`src/core_consts.svh`:
```
`ifndef CORE_CONSTS_SVH
`define CORE_CONSTS_SVH

// datapath
`define DATA_W 32

// register file
`define NREGS 16
`define REG_IDX_W 4

// instruction fields
`define OP_W 4
`define COND_W 4
`define IMM_W 12

// low bits of operand b used as shift count
`define SHAMT_W 5

`endif

```
`src/isa_pkg.sv`:
```
`include "core_consts.svh"

package isa_pkg;

  typedef enum logic [`OP_W-1:0] {
    OP_NOP  = 4'd0,
    OP_ADD  = 4'd1,
    OP_SUB  = 4'd2,
    OP_ADDI = 4'd3,
    OP_AND  = 4'd4,
    OP_OR   = 4'd5,
    OP_XOR  = 4'd6,
    OP_SHL  = 4'd7,
    OP_SHR  = 4'd8,
    OP_SAR  = 4'd9,
    OP_SHLI = 4'd10,
    OP_SHRI = 4'd11,
    OP_SARI = 4'd12,
    OP_SXT  = 4'd13, // mode in imm[1:0]
    OP_MOVI = 4'd14,
    OP_CMP  = 4'd15  // sub without rd write
  } opcode_e;

  typedef enum logic [`COND_W-1:0] {
    CC_EQ = 4'd0,
    CC_NE = 4'd1,
    CC_CS = 4'd2,
    CC_CC = 4'd3,
    CC_MI = 4'd4,
    CC_PL = 4'd5,
    CC_VS = 4'd6,
    CC_VC = 4'd7,
    CC_HI = 4'd8,  // unsigned higher
    CC_LS = 4'd9,
    CC_GE = 4'd10, // signed
    CC_LT = 4'd11,
    CC_GT = 4'd12,
    CC_LE = 4'd13,
    CC_AL = 4'd14,
    CC_NV = 4'd15
  } cond_e;

  // op occupies the top nibble
  typedef struct packed {
    opcode_e               op;
    cond_e                 cond;
    logic [`REG_IDX_W-1:0] rd;
    logic [`REG_IDX_W-1:0] ra;
    logic [`REG_IDX_W-1:0] rb;
    logic [`IMM_W-1:0]     imm;
  } insn_t;

endpackage

```
`src/core_pkg.sv`:
```
`include "core_consts.svh"

package core_pkg;

  import isa_pkg::*;

  typedef struct packed {
    logic z;
    logic s;
    logic c; // no borrow on sub
    logic v;
  } flags_t;

  typedef struct packed {
    logic                  valid;
    opcode_e               op;
    cond_e                 cond;
    logic [`REG_IDX_W-1:0] rd;
    logic [`REG_IDX_W-1:0] ra;
    logic [`REG_IDX_W-1:0] rb;
    logic [`DATA_W-1:0]    imm;        // sign-extended
    logic                  use_imm;    // operand b from imm
    logic                  writes_reg;
    logic                  sets_flags;
  } dec_t;

  typedef struct packed {
    logic                  valid;
    logic                  executed; // cond held, not a nop
    logic                  write_en;
    logic [`REG_IDX_W-1:0] rd;
    logic [`DATA_W-1:0]    data;
    flags_t                flags;    // value after this insn
  } exe_t;

  typedef struct packed {
    logic [`REG_IDX_W-1:0] rd;
    logic [`DATA_W-1:0]    data;
    logic                  written;
    flags_t                flags;
  } res_t;

endpackage

```
`src/insn_decode.sv`:
```
`timescale 1ns/1ps
`include "core_consts.svh"

module insn_decode
  import isa_pkg::*;
  import core_pkg::*;
(
  input  logic  clk,
  input  logic  rst,
  input  logic  instr_valid,
  input  insn_t instr,
  output dec_t  dec_q
);

  logic [`DATA_W-1:0] imm_sx;
  logic               use_imm;
  logic               writes_reg;
  logic               sets_flags;

  assign imm_sx = {{(`DATA_W-`IMM_W){instr.imm[`IMM_W-1]}}, instr.imm};

  always_comb begin
    use_imm    = 1'b0;
    writes_reg = 1'b1;
    sets_flags = 1'b1;
    case (instr.op)
      OP_ADDI, OP_SHLI, OP_SHRI, OP_SARI, OP_SXT, OP_MOVI: use_imm = 1'b1;
      OP_NOP: begin
        writes_reg = 1'b0;
        sets_flags = 1'b0;
      end
      OP_CMP: writes_reg = 1'b0; // flags only
      default: ;
    endcase
  end

  always_ff @(posedge clk) begin
    if (rst) begin
      dec_q.valid <= 1'b0;
    end else begin
      dec_q.valid <= instr_valid;
    end
    dec_q.op         <= instr.op;
    dec_q.cond       <= instr.cond;
    dec_q.rd         <= instr.rd;
    dec_q.ra         <= instr.ra;
    dec_q.rb         <= instr.rb;
    dec_q.imm        <= imm_sx;
    dec_q.use_imm    <= use_imm;
    dec_q.writes_reg <= writes_reg;
    dec_q.sets_flags <= sets_flags;
  end

  // a sampled word must be fully driven
  a_instr_known: assert property (
    @(posedge clk) disable iff (rst)
    instr_valid |-> !$isunknown(instr)
  );

endmodule

```
`src/alu_execute.sv`:
```
`timescale 1ns/1ps
`include "core_consts.svh"

module alu_execute
  import isa_pkg::*;
  import core_pkg::*;
(
  input  logic               clk,
  input  logic               rst,
  input  dec_t               dec_q,
  input  logic [`DATA_W-1:0] rd_a_data,
  input  logic [`DATA_W-1:0] rd_b_data,
  input  flags_t             cur_flags,
  output exe_t               exe_q
);

  logic [`DATA_W-1:0]  op_a;
  logic [`DATA_W-1:0]  op_b;
  logic [`SHAMT_W-1:0] shamt;
  logic [`DATA_W:0]    add_w;
  logic [`DATA_W:0]    sub_w;
  logic [`DATA_W-1:0]  alu_res;
  logic                carry;
  logic                ovf;
  logic                cond_ok;
  logic                executed;
  flags_t              new_flags;

  function automatic logic cond_hold(input cond_e cc, input flags_t f);
    logic ge;
    logic hi;
    ge = (f.s == f.v);
    hi = f.c & ~f.z;
    case (cc)
      CC_EQ: cond_hold = f.z;
      CC_NE: cond_hold = ~f.z;
      CC_CS: cond_hold = f.c;
      CC_CC: cond_hold = ~f.c;
      CC_MI: cond_hold = f.s;
      CC_PL: cond_hold = ~f.s;
      CC_VS: cond_hold = f.v;
      CC_VC: cond_hold = ~f.v;
      CC_HI: cond_hold = hi;
      CC_LS: cond_hold = ~hi;
      CC_GE: cond_hold = ge;
      CC_LT: cond_hold = ~ge;
      CC_GT: cond_hold = ~f.z & ge;
      CC_LE: cond_hold = ~(~f.z & ge);
      CC_AL: cond_hold = 1'b1;
      default: cond_hold = 1'b0; // nv
    endcase
  endfunction

  assign op_a  = rd_a_data;
  assign op_b  = dec_q.use_imm ? dec_q.imm : rd_b_data;
  assign shamt = op_b[`SHAMT_W-1:0];
  assign add_w = {1'b0, op_a} + {1'b0, op_b};
  assign sub_w = {1'b0, op_a} + {1'b0, ~op_b} + {{`DATA_W{1'b0}}, 1'b1}; // carry out = no borrow

  always_comb begin
    alu_res = '0;
    carry   = cur_flags.c; // c and v only move on arithmetic
    ovf     = cur_flags.v;
    case (dec_q.op)
      OP_ADD, OP_ADDI: begin
        alu_res = add_w[`DATA_W-1:0];
        carry   = add_w[`DATA_W];
        ovf     = (op_a[`DATA_W-1] == op_b[`DATA_W-1]) &&
                  (add_w[`DATA_W-1] != op_a[`DATA_W-1]);
      end
      OP_SUB, OP_CMP: begin
        alu_res = sub_w[`DATA_W-1:0];
        carry   = sub_w[`DATA_W];
        ovf     = (op_a[`DATA_W-1] != op_b[`DATA_W-1]) &&
                  (sub_w[`DATA_W-1] != op_a[`DATA_W-1]);
      end
      OP_AND: alu_res = op_a & op_b;
      OP_OR:  alu_res = op_a | op_b;
      OP_XOR: alu_res = op_a ^ op_b;
      OP_SHL, OP_SHLI: alu_res = op_a << shamt;
      OP_SHR, OP_SHRI: alu_res = op_a >> shamt;
      OP_SAR, OP_SARI: alu_res = $signed(op_a) >>> shamt;
      OP_SXT: begin
        case (dec_q.imm[1:0])
          2'd0: alu_res = {{(`DATA_W-8){op_a[7]}}, op_a[7:0]};
          2'd1: alu_res = {{(`DATA_W-16){op_a[15]}}, op_a[15:0]};
          2'd2: alu_res = {{(`DATA_W-8){1'b0}}, op_a[7:0]};
          default: alu_res = {op_a[7:0], op_a[15:8], op_a[23:16], op_a[31:24]};
        endcase
      end
      OP_MOVI: alu_res = op_b;
      default: ; // nop
    endcase
  end

  assign cond_ok  = cond_hold(dec_q.cond, cur_flags);
  assign executed = dec_q.valid && cond_ok && (dec_q.op != OP_NOP);

  always_comb begin
    new_flags = cur_flags;
    if (executed && dec_q.sets_flags) begin
      new_flags.z = (alu_res == '0);
      new_flags.s = alu_res[`DATA_W-1];
      new_flags.c = carry;
      new_flags.v = ovf;
    end
  end

  always_ff @(posedge clk) begin
    if (rst) begin
      exe_q.valid    <= 1'b0;
      exe_q.executed <= 1'b0;
      exe_q.write_en <= 1'b0;
    end else begin
      exe_q.valid    <= dec_q.valid;
      exe_q.executed <= executed;
      exe_q.write_en <= executed && dec_q.writes_reg;
    end
    exe_q.rd    <= dec_q.rd;
    exe_q.data  <= alu_res; // raw result even when not written
    exe_q.flags <= new_flags;
  end

  a_no_write_cmp_nop: assert property (
    @(posedge clk) disable iff (rst)
    dec_q.valid && (dec_q.op inside {OP_CMP, OP_NOP}) |=> !exe_q.write_en
  );

endmodule

```
`src/result_commit.sv`:
```
`timescale 1ns/1ps
`include "core_consts.svh"

module result_commit
  import core_pkg::*;
(
  input  logic                  clk,
  input  logic                  rst,
  input  exe_t                  exe_q,
  input  logic [`REG_IDX_W-1:0] rd_a_idx,
  input  logic [`REG_IDX_W-1:0] rd_b_idx,
  output logic [`DATA_W-1:0]    rd_a_data,
  output logic [`DATA_W-1:0]    rd_b_data,
  output flags_t                cur_flags,
  output logic                  result_valid,
  output res_t                  result
);

  logic [`DATA_W-1:0] regs [`NREGS];
  flags_t             flags_q;
  logic               reg_wr;
  logic               flag_wr;

  assign reg_wr  = exe_q.valid && exe_q.write_en;
  assign flag_wr = exe_q.valid && exe_q.executed;

  // read port with write-through of the pending exe_q result
  function automatic logic [`DATA_W-1:0] bypass_rd(input logic [`REG_IDX_W-1:0] idx);
    if (reg_wr && (exe_q.rd == idx)) begin
      bypass_rd = exe_q.data;
    end else begin
      bypass_rd = regs[idx];
    end
  endfunction

  always_ff @(posedge clk) begin
    if (rst) begin
      for (int i = 0; i < `NREGS; i++) begin
        regs[i] <= '0; // regs read zero after reset
      end
      flags_q <= '0;
    end else begin
      if (reg_wr) regs[exe_q.rd] <= exe_q.data;
      if (flag_wr) flags_q <= exe_q.flags;
    end
  end

  always_comb begin
    rd_a_data = bypass_rd(rd_a_idx);
    rd_b_data = bypass_rd(rd_b_idx);
  end

  assign cur_flags = flag_wr ? exe_q.flags : flags_q;

  assign result_valid   = exe_q.valid;
  assign result.rd      = exe_q.rd;
  assign result.data    = exe_q.data;
  assign result.written = exe_q.write_en;
  assign result.flags   = exe_q.flags;

  // pipeline drains through reset in one edge
  a_quiet_after_rst: assert property (
    @(posedge clk) rst |=> !result_valid
  );

endmodule

```
`src/alu_core.sv`:
```
`timescale 1ns/1ps
`include "core_consts.svh"

module alu_core
  import isa_pkg::*;
  import core_pkg::*;
(
  input  logic  clk,
  input  logic  rst,
  input  logic  instr_valid,
  input  insn_t instr,
  output logic  result_valid,
  output res_t  result
);

  dec_t               dec_q;
  exe_t               exe_q;
  logic [`DATA_W-1:0] rd_a_data;
  logic [`DATA_W-1:0] rd_b_data;
  flags_t             cur_flags;

  insn_decode u_decode (
    .clk         (clk),
    .rst         (rst),
    .instr_valid (instr_valid),
    .instr       (instr),
    .dec_q       (dec_q)
  );

  alu_execute u_execute (
    .clk       (clk),
    .rst       (rst),
    .dec_q     (dec_q),
    .rd_a_data (rd_a_data),
    .rd_b_data (rd_b_data),
    .cur_flags (cur_flags),
    .exe_q     (exe_q)
  );

  result_commit u_commit (
    .clk          (clk),
    .rst          (rst),
    .exe_q        (exe_q),
    .rd_a_idx     (dec_q.ra), // operands read during execute
    .rd_b_idx     (dec_q.rb),
    .rd_a_data    (rd_a_data),
    .rd_b_data    (rd_b_data),
    .cur_flags    (cur_flags),
    .result_valid (result_valid),
    .result       (result)
  );

endmodule

```
`config.mk`:
```
export PLATFORM = sky130hd
export DESIGN_NAME = alu_core
export DESIGN_NICKNAME = d
export VERILOG_FILES = /design/src/isa_pkg.sv /design/src/core_pkg.sv /design/src/insn_decode.sv /design/src/alu_execute.sv /design/src/result_commit.sv /design/src/alu_core.sv
export VERILOG_INCLUDE_DIRS = /design/src
export SDC_FILE = /design/constraint.sdc
export NUM_CORES = 2
export LEC_CHECK = 0
export ABC_CLOCK_PERIOD_IN_PS = 7650
export BUFFER_PORTS_ARGS = -buffer_cell sky130_fd_sc_hd__buf_2
export CORE_MARGIN = 5
export CORE_UTILIZATION = 56
export DETAILED_ROUTE_END_ITERATION = 8
export GPL_TIMING_DRIVEN = 0
export PLACE_DENSITY = 0.71
export SKIP_CTS_REPAIR_TIMING = 1
export SLEW_MARGIN = 20
export SYNTH_ARGS = -nofsm -noshare
export SYNTH_HDL_FRONTEND = slang
export SYNTH_HIERARCHICAL = 1
export SYNTH_SLANG_ARGS = --single-unit
```
`constraint.sdc`:
```
create_clock -name clk -period 7.65 [get_ports clk]
set_clock_uncertainty 0.15 [all_clocks]
set_input_delay 1.53 -clock clk [delete_from_list [all_inputs] [get_ports clk]]
set_output_delay 1.53 -clock clk [all_outputs]
set_load 0.01 [all_outputs]
```
==> Yosys cells after proc, flatten, opt, wreduce, memory -nomap -nowiden <==
Memories as Yosys holds them, arrays and structs flattened. A register that Yosys moved wholly into a read port is not among the register bits.
Index checks and enable logic that the tools add are counted.
{ "word_totals": {"elab_cells": 132, "regBits": 83, "ram_bits": 512, "in_bits": 35, "n_memories": 1, "out_inout_bits": 42} }
{ "mem_list": {"columns": ["name", "words", "word_bits", "rd", "rd_clocked_by_memory_dff", "wr", "line", "rtl"], "rows": [
  ["u_commit.regs", 16, 32, 2, 2, 16, "result_commit.sv:19", "logic [`DATA_W-1:0] regs [`NREGS];"]
]} }
{ "classes": {"mux": 21, "shifts": 3, "reduce_logical": 23, "eq_ne": 45, "bitwise_logic": 13, "add_sub_neg": 3} }
{ "op_table": {"columns": ["operator", "count"], "rows": [
  ["$pmux W32 S10", 1],
  ["$mux W32", 4],
  ["$pmux W32 S3", 1],
  ["$eq A4 B4 Y1 const B", 21],
  ["$add A32 B32 Y33", 2],
  ["$add A33 B1 Y33 const B", 1],
  ["$and A32 B32 Y32", 1],
  ["$eq A4 B3 Y1 const B", 8],
  ["$logic_not A32 Y1", 1],
  ["$not A32 Y32", 1],
  ["$or A32 B32 Y32", 1],
  ["$reduce_or A32 Y1", 1],
  ["$shl A32 B5 Y32", 1],
  ["$shr A32 B5 Y32", 1],
  ["$sshr A32 B5 Y32", 1],
  ["$xor A32 B32 Y32", 1],
  ["$eq A4 B2 Y1 const B", 5],
  ["$pmux W1 S15", 1],
  ["$mux W4", 3],
  ["$reduce_or A2 Y1", 6],
  ["$logic_and A1 B1 Y1", 10],
  ["$mux W1", 9],
  ["$eq A4 B1 Y1 const B", 2],
  ["$eq A4 B4 Y1", 2],
  ["11 further kinds", 23]
]} }

==> Logic depth before layout (Yosys ltp) <==
{ "depth": {"word_depth": 11, "mapped_depth": 26, "ltp_nobuf": 20} }

==> Modules after synthesis <==
Netlist, hierarchy kept.
{ "modules_own_cells": {"columns": ["module", "cells_each", "n_inst", "seq_area_each_um2", "area_each_um2"], "rows": [
  ["result_commit", 1824, 1, 15454.8, 27988.1],
  ["alu_execute", 1664, 1, 860.8, 12325.6],
  ["insn_decode", 64, 1, 720.7, 927.1]
]} }

==> Least setup slack after synthesis <==
No wires, ideal clock.
{ "synth_path": {"kind": "flip-flop to flip-flop", "startpoint": "register, netlist name u_decode/dec_q[36]", "endpoint": "register, netlist name u_execute/exe_q[3]", "t_arrival_ns": 6.382, "required_ns": 7.412, "setup_slack_ns": 1.030, "n_path_buf": 6, "setup_time_ns": 0.088, "synth_period_minus_slack_ns": 6.620, "stages_incl_launch_ff": 24, "path_cell_list": "dfxtp_1 -> buf_2 -> buf_1 -> buf_1 -> mux4_2 -> a22oi_1 -> nand2_1 -> mux2_2 -> mux2i_2 -> clkbuf_1 -> clkbuf_1 -> clkbuf_1 -> ha_1 -> nor3b_1 -> a211oi_1 -> o221a_2 -> o31ai_1 -> a21oi_1 -> xnor2_1 -> a211o_1 -> or4_1 -> nor4_1 -> nand4b_1 -> o32ai_2"} }

==> impl_results.md <==
* Drt drc at 0
* Total Nets Final at 3,863
* Cell count after synthesis at 3,552
* DP HPWL at 131 mm
* Share of post-route cells with drive strength above 1 at 22.2%
* Antenna violations before repair at 2
* Iter 0 DRT Violations at 5,621
* Setup_tns at 0 ns
* Worst hold path stage count at 0
* Worst setup EP type: register
* Setup ws final at 0.00492 ns
* Post-synth EDFFs at 512
* Critical-path top delay cell: or4b_2
* Leak at 17.3 nW
* PD cells at 229 nW/um^2
* First-pass GRT wire length at 246 mm
* Maximum vdd ir drop at 0.213 mV
* WL/cell at 37.3 um
* CTS tree: yes
* Most frequent cells in the layout: and2_1 (523), edfxtp_1 (512), mux4_2 (301)
* GP Congestion at 1.09
* HP Class: register to register
* Gr ovfl total at 0
* Tot GR Track Use at 43.5%
* Clk buf depth at 3
* FF+latch count, synth at 595
* Worst endpoint required time at 8.06 ns
* CP top delay family: simple AND/OR/NAND/NOR gates
* Final wirelength at 176 mm
* Syn avg cell area at 11.6 sq um
* Minimum clock period at 7.65 ns
* CTS Buf Count at 67
* Yosys cell types at 103
* Via count at 35,102
* Post-layout util at 62.5%
* Final antenna-violating net count at 0
* # clock sinks at 595
* Area growth, synth to finish at 10.6%
* Main flop type after synthesis: edfxtp_1
* Slew Viols, Final at 0
* CTS H-tree depth at 3
* Cell taking the most area after synthesis: edfxtp_1
* Clk Latency, worst-skew pair at 0.66 ns
* Worst slew margin at 20.5%
* Ports at 77
* Fill cells at 5,711
* Synth Cell Area at 41,200 sq um
* Layout Cells excl Fill at 4,726
* Synth area leaders: edfxtp_1 (37%), mux4_2 (16%), and2_1 (7.9%)
* CP Depth at 20
* Core Area at 73,000 sq um
* Buffers on Ports at 76
* Cell Rows at 99
* R2R cell count at 20
* Max-Cap Viols at 0
* Area of the multi-input gates at 22,200 sq um
* Initial core utilization at 56.5%
* Worst path bufs/invs at 4
* Reg2reg start: u_decode/dec_q[36]
* Min Hold Slack at 0.179 ns
* Vias in the first global route at 34,114
* F_max at 131 MHz
* Worst EP arrival at 8.05 ns
* Final Setup Violations at 0
* Yosys top cell area share at 37.3%
* Slew at the pin with the worst max-slew slack at 1.19 ns
* Hold_sp: u_decode/dec_q[44]
* Ys Warns at 6
* Part of the cycle the worst path needs at 99.9%
* Final Hold Vio Count at 0
* Cell Count Post-Placement at 4,592
* Startpoint Class: register
* Pre-CTS setup slack at -2.89 ns
* Post-Syn Nets at 3,706
* Worst Setup SP: u_decode/dec_q[36]
* Clock-pin slew on the worst setup and hold paths at 0.06 ns
* Outcome: complete, no violations
* Sequential Area at 17,000 sq um
* Post-synthesis sequential area ratio at 41.3%
* CP max stage delay at 0.73 ns
* Clk root buf: clkbuf_16
* Die H at 281 um
* Largest net degree at the start of global routing at 33
* Drt first pass iters at 9
* DIE WIDTH at 281 um
* CP Max Fanout at 10
* Die ar. at 79,200 sq um
* Critical Path, Cell by Cell: buf_2 -> buf_6 -> buf_1 -> mux4_2 -> a22oi_1 -> nand2_1 -> mux2_2 -> mux2i_1 -> ha_1 -> clkbuf_1 -> or4b_2 -> o211ai_1 -> a31oi_1 -> nand3_1 -> o2111ai_1 -> a211o_1 -> or4_1 -> nor4_4 -> nand4b_1 -> o32ai_2
* CP Class: register to register
* Most common cell after layout, fill and taps aside: and2_1
* Via/cell ratio at 7.43
* FFs w/ async S/R, synth at 0%
[cells in the mapped netlist, types with 19 or more instances]
master,instances
xnor2_1,19
nor2b_1,25
o211ai_1,33
a21oi_1,127
a211oi_1,28
nand2_1,213
mux4_2,301
inv_1,94
nand4_1,21
buf_1,25
buf_2,53
or2_2,21
clkbuf_1,225
dfxtp_1,83
mux2_2,62
mux2i_1,95
mux2_4,30
buf_4,64
o21ai_0,101
o22ai_1,44
a22oi_1,136
o221ai_1,21
and2_1,523
a21o_1,21
ha_1,117
nand2b_1,25
nor3_1,32
a31oi_1,19
nand3_1,32
edfxtp_1,512
nor2_1,135
[power by group]
part	internal, W	total (W)	switching [W]
clock network	0.00189	0.00330	0.00140
logic	0.00109	0.00320	0.00211
registers	0.00368	0.00396	0.000287
[flip-flops by register name, summed over array words and instances (netlist names)]
register,count
u_execute/exe_q,43
u_commit/flags_q,4
u_commit/regs,512
u_decode/dec_q,36
[worst reg2reg max path, delay by kind of cell, from the launching register on]
kind	cells	cell delay (ns)
AO/OA/AOI/OAI	6	1.58
flip-flops	1	0.30
AND/OR/NAND/NOR	6	2.33
multiplexers	3	1.32
buffers and inverters	4	1.52
adder cells (fa/ha/maj)	1	0.35
[cell type report]
type                       instances  share of cell area [%]
multi-input combinational       2480                    48.8
sequential                       595                    37.4
buffer                           372                    4.28
clock buffer                      96                    4.14
tap                              959                    2.63
timing repair buffer              92                    1.14
clock inverter                    26                   0.848
inverter                         101                   0.831
antenna                            5                  0.0274
[per-stage QoR]
stage	total power (W)	instance area [sq um]
final	0.0105	45600
after global routing	0.0107	45600
after CTS	0.0103	45200
after detailed placement	0.00699	42900
after global placement	0.00698	42800
after floorplan	0.00574	41200
[routing by layer]
| metal | share of wire (%) | track usage [%] |
|---|---|---|
| met4 | 7.1 | 24.5 |
| met1 | 35 | 57.0 |
| met3 | 15 | 13.1 |
| met5 | 0.0074 | 0 |
| met2 | 43 | 65.2 |
[cell families after synthesis]
logic type	synth area share [%]
simple gates	15.0
compound gates	12.2
flops	41.3
mux	22.0
buf+inv	5.31
fa+ha+maj	3.65
xor+xnor	0.595
[path summary, 6_finish.rpt]
check | to | slack [ns]
max | u_execute/exe_q[3] | 0.005
min | u_execute/exe_q[37] | 0.18
max reg2reg | u_execute/exe_q[3] | 0.005
min reg2reg | u_execute/exe_q[37] | 0.18
Power figures use the tool's default switching activity.
